`src/rtl/stream_pkg.sv`:
```
package stream_pkg;

    // lane geometry
    localparam int LANE_W        = 32;
    localparam int LANES         = 4;
    localparam int PHIT_W        = LANES * LANE_W;
    localparam int KEEP_PER_LANE = 4; // byte strobes per lane word
    localparam int LANE_IDX_W    = $clog2(LANES);

    // column addressing
    localparam int MAX_COLS  = 8;
    localparam int COL_IDX_W = $clog2(MAX_COLS);

    // per-column vector register file
    localparam int VRF_DEPTH  = 16;
    localparam int VRF_ADDR_W = $clog2(VRF_DEPTH);

    typedef logic [LANE_W-1:0] lane_t;

    // one beat between datapath blocks
    typedef struct packed {
        logic [LANES-1:0] valid; // per lane, from tkeep
        logic             last;
        lane_t [LANES-1:0] data;
    } beat_t;

    // one lane word as stored in the lane FIFOs
    typedef struct packed {
        logic  last;
        logic  valid;
        lane_t data;
    } lane_entry_t;

    typedef enum logic [1:0] {
        OP_PASS = 2'd0,
        OP_ADD  = 2'd1,
        OP_MUL  = 2'd2, // low 32 bits of the product
        OP_MAC  = 2'd3
    } col_op_e;

    typedef enum logic {
        CFG_OP     = 1'b0,
        CFG_WEIGHT = 1'b1
    } cfg_kind_e;

    // configuration word, decoded by kind
    typedef struct packed {
        cfg_kind_e               kind;
        logic [COL_IDX_W-1:0]    col;
        logic [VRF_ADDR_W-1:0]   addr;  // weight entry
        logic [LANE_IDX_W-1:0]   lane;  // weight lane
        col_op_e                 op;
        logic [VRF_ADDR_W-1:0]   vlen;  // pointer wraps after vlen entries
        lane_t                   value; // weight value
    } cfg_t;

endpackage

```
`src/rtl/lane_fifo.sv`:
```
`timescale 1ns/1ps

module lane_fifo #(
    parameter int WIDTH = 34,
    parameter int DEPTH = 16
) (
    input  logic             clk,
    input  logic             rst,
    input  logic             i_push,
    input  logic             i_pop,
    input  logic [WIDTH-1:0] i_din,
    output logic [WIDTH-1:0] o_dout,
    output logic             o_empty,
    output logic             o_full
);

    localparam int AW = (DEPTH > 1) ? $clog2(DEPTH) : 1;
    localparam int CW = $clog2(DEPTH + 1);

    logic [WIDTH-1:0] mem [DEPTH];
    logic [AW-1:0]    wr_ptr;
    logic [AW-1:0]    rd_ptr;
    logic [CW-1:0]    count;
    logic             do_push;
    logic             do_pop;

    assign o_empty = (count == '0);
    assign o_full  = (count == CW'(DEPTH));
    assign do_push = i_push && !o_full;  // push on full is dropped
    assign do_pop  = i_pop && !o_empty;
    assign o_dout  = mem[rd_ptr];        // fall-through head

    always_ff @(posedge clk) begin
        if (do_push) begin
            mem[wr_ptr] <= i_din;
        end
    end

    always_ff @(posedge clk) begin
        if (rst) begin
            wr_ptr <= '0;
            rd_ptr <= '0;
            count  <= '0;
        end else begin
            if (do_push) begin
                wr_ptr <= (wr_ptr == AW'(DEPTH - 1)) ? '0 : wr_ptr + 1'b1;
            end
            if (do_pop) begin
                rd_ptr <= (rd_ptr == AW'(DEPTH - 1)) ? '0 : rd_ptr + 1'b1;
            end
            case ({do_push, do_pop})
                2'b10:   count <= count + 1'b1;
                2'b01:   count <= count - 1'b1;
                default: count <= count;
            endcase
        end
    end

endmodule

```
`src/rtl/stream_ingress.sv`:
```
`timescale 1ns/1ps

module stream_ingress import stream_pkg::*; #(
    parameter int FIFO_DEPTH = 16
) (
    input  logic                           clk,
    input  logic                           rst,
    input  logic [PHIT_W-1:0]              i_tdata,
    input  logic                           i_tvalid,
    input  logic [LANES*KEEP_PER_LANE-1:0] i_tkeep,
    input  logic                           i_tlast,
    output logic                           o_tready,
    input  logic                           i_done_loader,
    input  logic                           i_advance,
    output beat_t                          o_beat,
    output logic                           o_done_steady
);

    typedef enum logic {
        ST_IDLE   = 1'b0,
        ST_STEADY = 1'b1
    } steady_e;

    steady_e          state;
    steady_e          state_nxt;
    lane_entry_t      wr_entry [LANES];
    lane_entry_t      head     [LANES];
    logic [LANES-1:0] lane_full;
    logic [LANES-1:0] lane_empty;
    logic [LANES-1:0] head_last;
    logic             push;
    logic             pop;

    assign o_done_steady = (state == ST_STEADY);
    assign o_tready      = o_done_steady && !(|lane_full);
    assign push          = i_tvalid && o_tready;
    assign pop           = i_advance && !(|lane_empty); // all lanes leave together

    // steady flag, set by the loader and cleared by the last beat of a packet
    always_comb begin
        state_nxt = state;
        case (state)
            ST_IDLE:   state_nxt = i_done_loader ? ST_STEADY : ST_IDLE;
            ST_STEADY: state_nxt = (pop && (&head_last)) ? ST_IDLE : ST_STEADY;
            default:   state_nxt = ST_IDLE;
        endcase
    end

    always_ff @(posedge clk) begin
        if (rst) begin
            state <= ST_IDLE;
        end else begin
            state <= state_nxt;
        end
    end

    for (genvar k = 0; k < LANES; k++) begin : g_lane
        assign wr_entry[k].last  = i_tlast;
        assign wr_entry[k].valid = i_tvalid && (&i_tkeep[k*KEEP_PER_LANE +: KEEP_PER_LANE]);
        assign wr_entry[k].data  = i_tdata[k*LANE_W +: LANE_W];

        lane_fifo #(
            .WIDTH ($bits(lane_entry_t)),
            .DEPTH (FIFO_DEPTH)
        ) u_fifo (
            .clk     (clk),
            .rst     (rst),
            .i_push  (push),
            .i_pop   (pop),
            .i_din   (wr_entry[k]),
            .o_dout  (head[k]),
            .o_empty (lane_empty[k]),
            .o_full  (lane_full[k])
        );

        assign head_last[k]      = head[k].last;
        assign o_beat.valid[k]   = pop && head[k].valid; // only in the pop cycle
        assign o_beat.data[k]    = head[k].data;
    end

    assign o_beat.last = pop && (&head_last);

endmodule

```
`config.mk`:
```
export PLATFORM = sky130hd
export DESIGN_NAME = stream_ingress
export DESIGN_NICKNAME = d
export VERILOG_FILES = /design/src/rtl/stream_pkg.sv /design/src/rtl/lane_fifo.sv /design/src/rtl/stream_ingress.sv
export SDC_FILE = /design/constraint.sdc
export NUM_CORES = 2
export LEC_CHECK = 0
export ABC_CLOCK_PERIOD_IN_PS = 5900
export BUFFER_PORTS_ARGS = -buffer_cell sky130_fd_sc_hd__buf_2
export CORE_MARGIN = 8
export CORE_UTILIZATION = 35
export CTS_BUF_LIST = sky130_fd_sc_hd__clkbuf_4 sky130_fd_sc_hd__clkbuf_8 sky130_fd_sc_hd__clkbuf_16
export DETAILED_ROUTE_END_ITERATION = 8
export PLACE_DENSITY_LB_ADDON = 0.3
export REMOVE_ABC_BUFFERS = 1
export SLEW_MARGIN = 30
export SYNTH_ARGS = -nofsm -noshare
export SYNTH_HDL_FRONTEND = slang
export SYNTH_SLANG_ARGS = --single-unit
```
`constraint.sdc`:
```
create_clock -name clk -period 5.9 [get_ports clk]
set_input_delay 0 -clock clk [delete_from_list [all_inputs] [get_ports clk]]
set_output_delay 0 -clock clk [all_outputs]
set_load 0.01 [all_outputs]
```
==> flow_summary.yaml <==
place:
  portBuffers: 284
  place_ws_ns: 1.91
  place_hpwl_mm: 107
  place_congestion: 0.706
worst_setup_path:
  crit_fanout: 49
  startpoint_type: "register"
  required_ns: 6.63
  critPathArrivalTime_ns: 4.78
  critPathCaptureType: "register"
  path_class: "register to register"
global_route:
  first_global_vias: 41200
  gr-total-overflow: 0
  grt_max_degree: 136
  grt_pass1_wl_mm: 291
  grtUsageTotal_pct: 14.8
  antenna_found_initial: 27
pwr:
  p_leak_nw: 30.8
  total_power_mw: 32.9
  power.density_mw_per_mm2: 327
  vdd_drop_max_mv: 0.352
logic_synthesis:
  netlist_area_mm2: 0.0857
  ys_ff_latch: 2245
  yosysWarnings: 0
  synth_edf_count: 2176
  avgSynthCellArea_um2: 24.0
  synthFlopType: "edfxtp_1"
  ys_seq_area_share_pct: 77.8
  yosys.cell_types.count: 61
  netlist_instances: 3569
  synthArstFlopShare_pct: 0
clocking:
  cts.sinks: 2245
  cts_buffer_depth: 3
  cts_inserted_buffers: 233
  cts_root_buffer: "clkbuf_16"
  clk_pin_slew_worst_paths_ns: 0.06
  worst_skew_pair.late_latency_ns: 0.87
  ctsResizeCount: 0
  cts_tree: "done"
  cts_htree_levels: 4
  post_cts_buffers: 0
  ctsHoldBuffers: 164
worst_hold_path:
  hold_class: "input port to register"
final_layout:
  fillers: 21000
  drive_above_1_share_pct: 34.7
  nNetsFinal: 4310
  area_growth_pct: 17.4
  seq_area_mm2: 0.0668
  fin_util_pct: 41.3
  multi_input_area_mm2: 0.0182
routing:
  wl_per_cell_um: 26.2
  avgViaCountPerCell: 5.15
  routed_wl_mm: 197
  firstDrtPassIters: 5
  vias: 38900
  antenna_left: 0
  route.detailed.drc: 0
  drtIter0Drc: 3259
timing:
  skew_ns: 0.0704
  finalHoldViolations: 0
  max_clock_freq_mhz: 247
  rsz0062_at_grt: "false"
  period_share_pct: 68.7
  setup_viol: 0
  fin_crit_ns: 4.05
  slew_headroom_pct: 35.0
  tightest_slew_ns: 0.976
  finalMaxSlewViolations: 0
  fin_ws_ns: 1.85
die:
  core_mm2: 0.243
  io-pin-count: 285
  die_h_um: 511
  initial_core_util_pct: 35.2
  die_width_um: 511
  rows: 181
  die_area_mm2: 0.261
run_status:
  status: "finished clean"
flow_run:
  max_cap_violations: 0
-- critical path, cell delays in order (launching register included) --
cell and delay, ns:
dfxtp_1 0.38, or4_1 0.61, o22a_1 0.25, and3_4 0.38, clkinv_2 0.19, buf_4 0.33, ha_1 0.40, or3b_2 0.48
a21boi_0 0.24, nor3_1 0.07, or3b_2 0.44, a21oi_1 0.14
-- synth_stat cells (4+ instances only) --
cell type | instances | share of area [%]
a31o_2 | 7 | 0.072
and4_1 | 9 | 0.092
nand2_1 | 49 | 0.21
edfxtp_1 | 2176 | 76
ha_1 | 34 | 0.50
dfxtp_1 | 69 | 1.6
xnor2_1 | 6 | 0.061
nand3_1 | 16 | 0.093
and3_1 | 24 | 0.18
buf_1 | 13 | 0.057
buf_6 | 6 | 0.079
mux2i_1 | 27 | 0.32
mux4_2 | 667 | 18
or3b_2 | 4 | 0.041
a21oi_1 | 41 | 0.24
nor3b_1 | 6 | 0.053
nor2b_1 | 10 | 0.073
nand4b_1 | 4 | 0.041
nand4_1 | 5 | 0.036
and2_1 | 31 | 0.23
clkbuf_1 | 85 | 0.37
a31oi_1 | 5 | 0.036
a311oi_1 | 4 | 0.041
o21ai_0 | 22 | 0.13
nor3_1 | 19 | 0.11
nand2b_1 | 6 | 0.044
or3_1 | 8 | 0.058
nor2_1 | 38 | 0.17
inv_1 | 25 | 0.11
buf_2 | 84 | 0.49
xor2_1 | 13 | 0.13
-- layout make-up --
class	instances	share of cell area, %
Sequential cell	2245	66.3
Multi-Input combinational cell	1106	18.1
Clock buffer	272	6.10
Tap cell	3202	3.98
Timing Repair Buffer	513	3.67
Clock inverter	160	1.64
Inverter	27	0.102
Antenna cell	17	0.0423
-- per-stage QoR --
step	instance area [µm²]	std cells	setup TNS (ns)	hold WS [ns]
after floorplan	84800	3378	-114.05	0.0679
after global placement	91000	6924	0	0.289
after detailed placement	91100	6926	0	0.292
after CTS	101000	7522	0	0.000420
after global routing	101000	7532	0	0.0318
final	101000	7542	0	0.0781
-- cell usage in the layout, fill, tap and decap left out, types with 11 or more instances in the layout --
cell           synthesis  routed
and2_4                 0      20
o21ai_0               22      22
diode_2                0      17
mux4_2               667     667
ha_1                  34      34
clkinv_2               1      42
nor2_1                38      33
clkbuf_16              0     234
a21oi_1               41      41
clkinvlp_4             0      17
inv_1                 25      25
nor3_1                19      15
xor2_1                13      13
and3_4                 1      14
buf_2                 84     284
edfxtp_1            2176    2176
dfxtp_4                0      11
dfxtp_1               69      54
dlygate4sd3_1          0     164
clkinv_1               0      53
bufinv_16              0      23
nand3_1               16      16
clkbuf_4               0      38
buf_4                  3      55
nand2_1               49      49
mux2i_1               27      27
-- final timing paths --
| path | start | to | slack, ns | cells past startpoint |
|---|---|---|---|---|
| setup / recovery | g_lane[2].u_fifo.count[1] | g_lane[3].u_fifo.count[3] | 1.85 | 11 |
| hold / removal | i_tdata[108] | g_lane[3].u_fifo.mem[12][12] | 0.08 | 2 |
| setup reg to reg | g_lane[2].u_fifo.count[1] | g_lane[3].u_fifo.count[3] | 1.85 | 11 |
| hold reg to reg | g_lane[0].u_fifo.count[3] | g_lane[0].u_fifo.count[3] | 0.49 | 2 |
-- per-layer routing --
layer	global-route usage, %	part of all wire, %	vias up
li1	-	-	16500
met3	2.77	4.4	257
met2	24.6	49	857
met1	20.4	44	21300
met5	0	0.029	-
met4	3.04	1.8	8
-- sequential cells by signal (all words and copies together) (netlist names), named ones only --
register,cells
g_lane.u_fifo.count,20
g_lane.u_fifo.mem,2176
g_lane.u_fifo.rd_ptr,16
g_lane.u_fifo.wr_ptr,16
o_done_steady,1
-- where the power goes --
group | switching, mW | internal (mW)
Sequential | 0.0200 | 17.5
Clock | 6.26 | 8.49
Combinational | 0.401 | 0.218
Total | 6.68 | 26.2
-- cells by family after synthesis --
| logic type | share of synthesized area [%] |
|---|---|
| compound gates | 0.914 |
| mux | 17.8 |
| flops | 77.8 |
| simple gates | 1.57 |
| buf+inv | 1.14 |
| xor+xnor | 0.194 |
| fa+ha+maj | 0.496 |
Power figures use the tool's default switching activity.
