File: src/rtl/stream_pkg.sv
package stream_pkg;

    // lane geometry
    localparam int LANE_W        = 32;
    localparam int LANES         = 4;
    localparam int PHIT_W        = LANES * LANE_W;
    localparam int KEEP_PER_LANE = 4; // byte strobes per lane word
    localparam int LANE_IDX_W    = $clog2(LANES);

    // column addressing
    localparam int MAX_COLS  = 8;
    localparam int COL_IDX_W = $clog2(MAX_COLS);

    // per-column vector register file
    localparam int VRF_DEPTH  = 16;
    localparam int VRF_ADDR_W = $clog2(VRF_DEPTH);

    typedef logic [LANE_W-1:0] lane_t;

    // one beat between datapath blocks
    typedef struct packed {
        logic [LANES-1:0] valid; // per lane, from tkeep
        logic             last;
        lane_t [LANES-1:0] data;
    } beat_t;

    // one lane word as stored in the lane FIFOs
    typedef struct packed {
        logic  last;
        logic  valid;
        lane_t data;
    } lane_entry_t;

    typedef enum logic [1:0] {
        OP_PASS = 2'd0,
        OP_ADD  = 2'd1,
        OP_MUL  = 2'd2, // low 32 bits of the product
        OP_MAC  = 2'd3
    } col_op_e;

    typedef enum logic {
        CFG_OP     = 1'b0,
        CFG_WEIGHT = 1'b1
    } cfg_kind_e;

    // configuration word, decoded by kind
    typedef struct packed {
        cfg_kind_e               kind;
        logic [COL_IDX_W-1:0]    col;
        logic [VRF_ADDR_W-1:0]   addr;  // weight entry
        logic [LANE_IDX_W-1:0]   lane;  // weight lane
        col_op_e                 op;
        logic [VRF_ADDR_W-1:0]   vlen;  // pointer wraps after vlen entries
        lane_t                   value; // weight value
    } cfg_t;

endpackage

File: src/rtl/lane_fifo.sv
`timescale 1ns/1ps

module lane_fifo #(
    parameter int WIDTH = 34,
    parameter int DEPTH = 16
) (
    input  logic             clk,
    input  logic             rst,
    input  logic             i_push,
    input  logic             i_pop,
    input  logic [WIDTH-1:0] i_din,
    output logic [WIDTH-1:0] o_dout,
    output logic             o_empty,
    output logic             o_full
);

    localparam int AW = (DEPTH > 1) ? $clog2(DEPTH) : 1;
    localparam int CW = $clog2(DEPTH + 1);

    logic [WIDTH-1:0] mem [DEPTH];
    logic [AW-1:0]    wr_ptr;
    logic [AW-1:0]    rd_ptr;
    logic [CW-1:0]    count;
    logic             do_push;
    logic             do_pop;

    assign o_empty = (count == '0);
    assign o_full  = (count == CW'(DEPTH));
    assign do_push = i_push && !o_full;  // push on full is dropped
    assign do_pop  = i_pop && !o_empty;
    assign o_dout  = mem[rd_ptr];        // fall-through head

    always_ff @(posedge clk) begin
        if (do_push) begin
            mem[wr_ptr] <= i_din;
        end
    end

    always_ff @(posedge clk) begin
        if (rst) begin
            wr_ptr <= '0;
            rd_ptr <= '0;
            count  <= '0;
        end else begin
            if (do_push) begin
                wr_ptr <= (wr_ptr == AW'(DEPTH - 1)) ? '0 : wr_ptr + 1'b1;
            end
            if (do_pop) begin
                rd_ptr <= (rd_ptr == AW'(DEPTH - 1)) ? '0 : rd_ptr + 1'b1;
            end
            case ({do_push, do_pop})
                2'b10:   count <= count + 1'b1;
                2'b01:   count <= count - 1'b1;
                default: count <= count;
            endcase
        end
    end

endmodule

File: src/rtl/stream_egress.sv
`timescale 1ns/1ps

module stream_egress import stream_pkg::*; #(
    parameter int FIFO_DEPTH = 16
) (
    input  logic                           clk,
    input  logic                           rst,
    input  beat_t                          i_beat,
    output logic                           o_advance,
    output logic [PHIT_W-1:0]              o_tdata,
    output logic                           o_tvalid,
    output logic [LANES*KEEP_PER_LANE-1:0] o_tkeep,
    output logic                           o_tlast,
    input  logic                           i_tready,
    output logic                           o_ap_done
);

    lane_entry_t      wr_entry [LANES];
    lane_entry_t      head     [LANES];
    logic [LANES-1:0] lane_full;
    logic [LANES-1:0] lane_empty;
    logic [LANES-1:0] head_last;
    logic             push;
    logic             pop;

    // global stall level for ingress and every column
    assign o_advance = !(|lane_full);

    // a beat with any kept lane is written across all lanes, keeping the lane valid bits
    assign push     = o_advance && (|i_beat.valid);
    assign o_tvalid = !(|lane_empty);
    assign pop      = o_tvalid && i_tready;
    assign o_tlast  = o_tvalid && (&head_last);

    for (genvar k = 0; k < LANES; k++) begin : g_lane
        assign wr_entry[k].last  = i_beat.last;
        assign wr_entry[k].valid = i_beat.valid[k];
        assign wr_entry[k].data  = i_beat.data[k];

        lane_fifo #(
            .WIDTH ($bits(lane_entry_t)),
            .DEPTH (FIFO_DEPTH)
        ) u_fifo (
            .clk     (clk),
            .rst     (rst),
            .i_push  (push),
            .i_pop   (pop),
            .i_din   (wr_entry[k]),
            .o_dout  (head[k]),
            .o_empty (lane_empty[k]),
            .o_full  (lane_full[k])
        );

        assign head_last[k]                              = head[k].last;
        assign o_tdata[k*LANE_W +: LANE_W]               = head[k].data;
        assign o_tkeep[k*KEEP_PER_LANE +: KEEP_PER_LANE] = {KEEP_PER_LANE{head[k].valid}};
    end

    // done pulse one cycle after the last transfer
    always_ff @(posedge clk) begin
        if (rst) begin
            o_ap_done <= 1'b0;
        end else begin
            o_ap_done <= pop && o_tlast;
        end
    end

endmodule

File: config.mk
export PLATFORM = sky130hd
export DESIGN_NAME = stream_egress
export DESIGN_NICKNAME = d
export VERILOG_FILES = /design/src/rtl/stream_pkg.sv /design/src/rtl/lane_fifo.sv /design/src/rtl/stream_egress.sv
export SDC_FILE = /design/constraint.sdc
export NUM_CORES = 2
export LEC_CHECK = 0
export BUFFER_PORTS_ARGS = -buffer_cell sky130_fd_sc_hd__buf_4
export CORE_UTILIZATION = 60
export DETAILED_ROUTE_END_ITERATION = 8
export GPL_TIMING_DRIVEN = 0
export PLACE_DENSITY = 0.78
export SLEW_MARGIN = 20
export SYNTH_ARGS = -nofsm -noshare
export SYNTH_HDL_FRONTEND = slang
export SYNTH_SLANG_ARGS = --single-unit
export TNS_END_PERCENT = 5
File: constraint.sdc
create_clock -name clk -period 8 [get_ports clk]
set_input_delay 1.2 -clock clk [delete_from_list [all_inputs] [get_ports clk]]
set_output_delay 1.2 -clock clk [all_outputs]
set_load 0.02 [all_outputs]
==> results.md <==
- The flow ran to the end, and the final reports show no timing, DRC or antenna violations.
- The congestion estimate from routability-driven global placement came to 0.778.
- The CTS H-tree depth is 4.
- In the post-synthesis netlist, the biggest area contributors are sky130_fd_sc_hd__edfxtp_1 (76%), sky130_fd_sc_hd__mux4_2 (18%), sky130_fd_sc_hd__dfxtp_1 (1.6%), sky130_fd_sc_hd__ha_1 (0.48%), sky130_fd_sc_hd__clkbuf_1 (0.46%).
- The number of remaining DRC errors is 0.
- In the synthesized netlist the dominant register cell turns out to be sky130_fd_sc_hd__edfxtp_1.
- The cell taking the most area after synthesis is sky130_fd_sc_hd__edfxtp_1.
- The vertical die dimension is 379 µm.
- The actual slew at the worst max-slew pin is 1.09 ns.
- The horizontal extent of the die is 379 µm.
- The maximum clock skew at final layout is 0.0447 ns.
- The full die area is 144000 µm².
- The minimum clock period is 5.68 ns.
- The type of origin of the critical path is a flip-flop.
- Setup repair after global routing left no endpoint under its margin.
- The worst hold slack is 0.491 ns.
- The clock tree from TritonCTS is yes.
- At the worst endpoint, the required time is 6.80 ns.
- The share of final-layout standard cells stronger than drive strength 1 is 0.358.
- The initial antenna violation count is 15.
- The share of synthesized registers carrying an async set or reset is 0.
- The source of the worst register-to-register timing path is g_lane[2].u_fifo.count[2].
- In this run the deepest clock path goes through 3 buffers.
- Entering global routing, the biggest net connects 65 pins.
- After clock tree synthesis, the flow added hold-fix buffers numbering 0.
- The detailed-router iteration count before antenna repair is 5.
- The number of routed nets with antenna violations is 0.
- The average size of a mapped cell is 24.3 µm².
- After the first detailed-routing iteration, the DRC count stood at 5327.
- The kind of path behind the tightest hold check is reg -> reg.
- At the worst endpoint, the arrival time is 4.48 ns.
- The half-perimeter wire length after detailed placement is 114 mm.
- The post-CTS clock slew at the launch and capture registers of the worst setup and hold paths is 0.06 ns.
- The worst hold path begins at g_lane[2].u_fifo.count[3].
- Of all nets on the critical path, the largest fanout is 10.
- The critical path in this run is classified as reg -> out.
- The number of synthesized register bits is 2245.
- The floorplan step defined a core boundary enclosing 141000 µm².
- The library cells used most frequently in the layout, excluding fill and tap cells, are sky130_fd_sc_hd__edfxtp_1 (2176), sky130_fd_sc_hd__mux4_2 (677), sky130_fd_sc_hd__buf_4 (331).
- Yosys mapped a number of flops with a built-in enable equal to 2176.
- The path depth of the worst reg2reg path is 11.
- The number of cells upsized or downsized after cts is 0.
- The final route contains 41300 vias.
- The endpoint of the worst-slack reg-to-reg timing path is g_lane[2].u_fifo.count[3].
- Summed over all layers, the routed wires come to 206 mm.
- The analysis attributes to cell leakage a power of 30.9 nW.
- The root buffer cell is sky130_fd_sc_hd__clkbuf_16.
- The end point of the most critical hold path is g_lane[2].u_fifo.count[3].
- The count of port buffers added during placement is 282.
- The final hold violation count was 0.
- The area of the mapped netlist is 85500 µm².
- The share of synthesized area in the top cell type comes to 0.764.
- The number of standard cells after synthesis is 3518.
- In the final design database the tool counted 4284 nets.
- For this run, the total global-route usage over all layers was measured as 0.289.
- The number of nets in the synthesized netlist is 3687.
- The kind of capture point of the worst setup path is a primary output.
- The via count of the first global-routing pass is 42500.
- The clock buffer count from CTS is 211.
- The I/O pin count is 284.
- The initial utilization of the core area, before any placement, comes to 0.604.
- The buffer count from post-CTS setup fixing is 0.
- The tool flagged a number of max-cap violations equal to 0.
- The total overflow left after global routing is 0.
- The total of warnings raised by yosys is 0.
- From synthesis to final layout, the design area changed by 15.7%.
- The fraction of the cycle the final worst path needs is 0.710.
- Counting the fill cells in the layout gives 7995.
- The worst hold path passes through 2 cells.
- The number of max-slew violations in the final report is 0.
- The clock network latency to the later pin of the worst-skew pair is 0.84 ns.
- The sequential fraction of the synthesis area is 0.781.
- Across the VDD grid, the largest voltage drop is 0.000230 V.
- The commonest non-fill, non-tap cell in the layout is sky130_fd_sc_hd__edfxtp_1.
- For this design the ratio of total power to cell area is 260 nW/µm².
- The site row count is 138.
- The final-layout setup total negative slack is 0 ns.
- The global-route wire length before repair is 292 mm.
- After detailed routing, the average wire length per cell comes to 33.3 µm.
- Setup violations remaining at the end of the flow were counted as 0.
- The relative slew slack is 0.271.
- The distinct cell type count of the synthesized netlist is 55.
- The ratio of routed vias to standard cells is 6.66.
- The total number of clock tree sinks is 2245.
- The setup check on the worst reg-to-reg path leaves a slack of 3.86 ns.
- Based on the critical path, the design can be clocked at up to 0.176 GHz.
-- worst max path at each step --
stage	from	end	slack, ns
6_report	flip-flop	o_tkeep[14]	2.32
5_1_grt	flip-flop	o_tkeep[14]	2.21
4_1_cts	flip-flop	o_tkeep[14]	2.26
3_5_place_dp	i_tready	g_lane[2].u_fifo.count[3]	3.03
3_3_place_gp	i_beat[129]	g_lane[1].u_fifo.mem[0][9]	-0.64
2_1_floorplan	i_beat[129]	g_lane[0].u_fifo.mem[0][0]	3.11
-- synth_stat cells (all sizes together) (10+ instances only) --
cell type / count
a21oi: 31
o21ai: 14
inv: 22
nor3: 21
mux4: 677
or3: 10
nand2: 43
edfxtp: 2176
and2: 17
clkbuf: 104
ha: 33
buf: 92
mux2i: 17
dfxtp: 69
nor2: 60
nand3: 14
xor2: 16
-- cells by family after synthesis --
family	after synthesis	share of synthesized area
muxes	695	0.180
AOI/OAI and AO/OA	88	0.00714
buffers and inverters	220	0.0114
DFF	2245	0.781
xor gates and xnor gates	23	0.00236
and+or+nand+nor	214	0.0131
adders and majority gates	33	0.00483
-- power breakdown --
group	switching [W]	internal [W]	total [W]
clock	0.00437	0.00572	0.0101
sequential	0.000118	0.0133	0.0134
combinational	0.00128	0.000960	0.00224
total	0.00576	0.0200	0.0257
-- area by class of cell --
cell class | instances | area, µm² | area share
multi-input combinational | 1053 | 18100 | 0.183
buffer | 196 | 913 | 0.00923
timing repair buffer | 384 | 3760 | 0.0380
tap | 1890 | 2360 | 0.0239
sequential | 2245 | 66700 | 0.674
antenna | 8 | 20.0 | 0.000202
inverter | 24 | 95.1 | 0.000961
clock inverter | 132 | 1400 | 0.0142
clock buffer | 263 | 5560 | 0.0562
-- stage by stage --
step                      instances  total power [W]   util  worst slack (ns)  cell area, µm²
after floorplan                3518           0.0149      -              3.11           85500
after global placement         5690           0.0157  0.636            -0.636           90000
after detailed placement       5789           0.0159  0.650              3.03           91900
after CTS                      6184           0.0258  0.699              2.26           98800
after global routing           6194           0.0264  0.700              2.21           98900
final                          6195           0.0257  0.700              2.32           98900
-- state kept, by name, summed over array words and instances (netlist names), named ones only --
| name | cells |
|---|---|
| o_ap_done | 1 |
| g_lane.u_fifo.count | 20 |
| g_lane.u_fifo.wr_ptr | 16 |
| g_lane.u_fifo.rd_ptr | 16 |
| g_lane.u_fifo.mem | 2176 |
-- metal layers --
layer  share of wire  GRT usage  wire [µm]  vias up
li1                -          -          -    16300
met1            0.37      0.390      76700    21900
met2            0.51      0.480     105000     2602
met3           0.089     0.0593      18300      396
met4           0.027     0.0870       5650       14
met5         0.00042          0         86        -
-- critical path, cell delays in order, from the launching register on --
cell	delay (ns)
sky130_fd_sc_hd__dfxtp_1	0.32
sky130_fd_sc_hd__clkbuf_1	0.54
sky130_fd_sc_hd__clkbuf_1	0.74
sky130_fd_sc_hd__clkbuf_1	0.72
sky130_fd_sc_hd__mux4_2	0.40
sky130_fd_sc_hd__mux4_2	0.59
sky130_fd_sc_hd__buf_4	0.18
sky130_fd_sc_hd__buf_4	0.15
(Power assumes the default switching activity.)
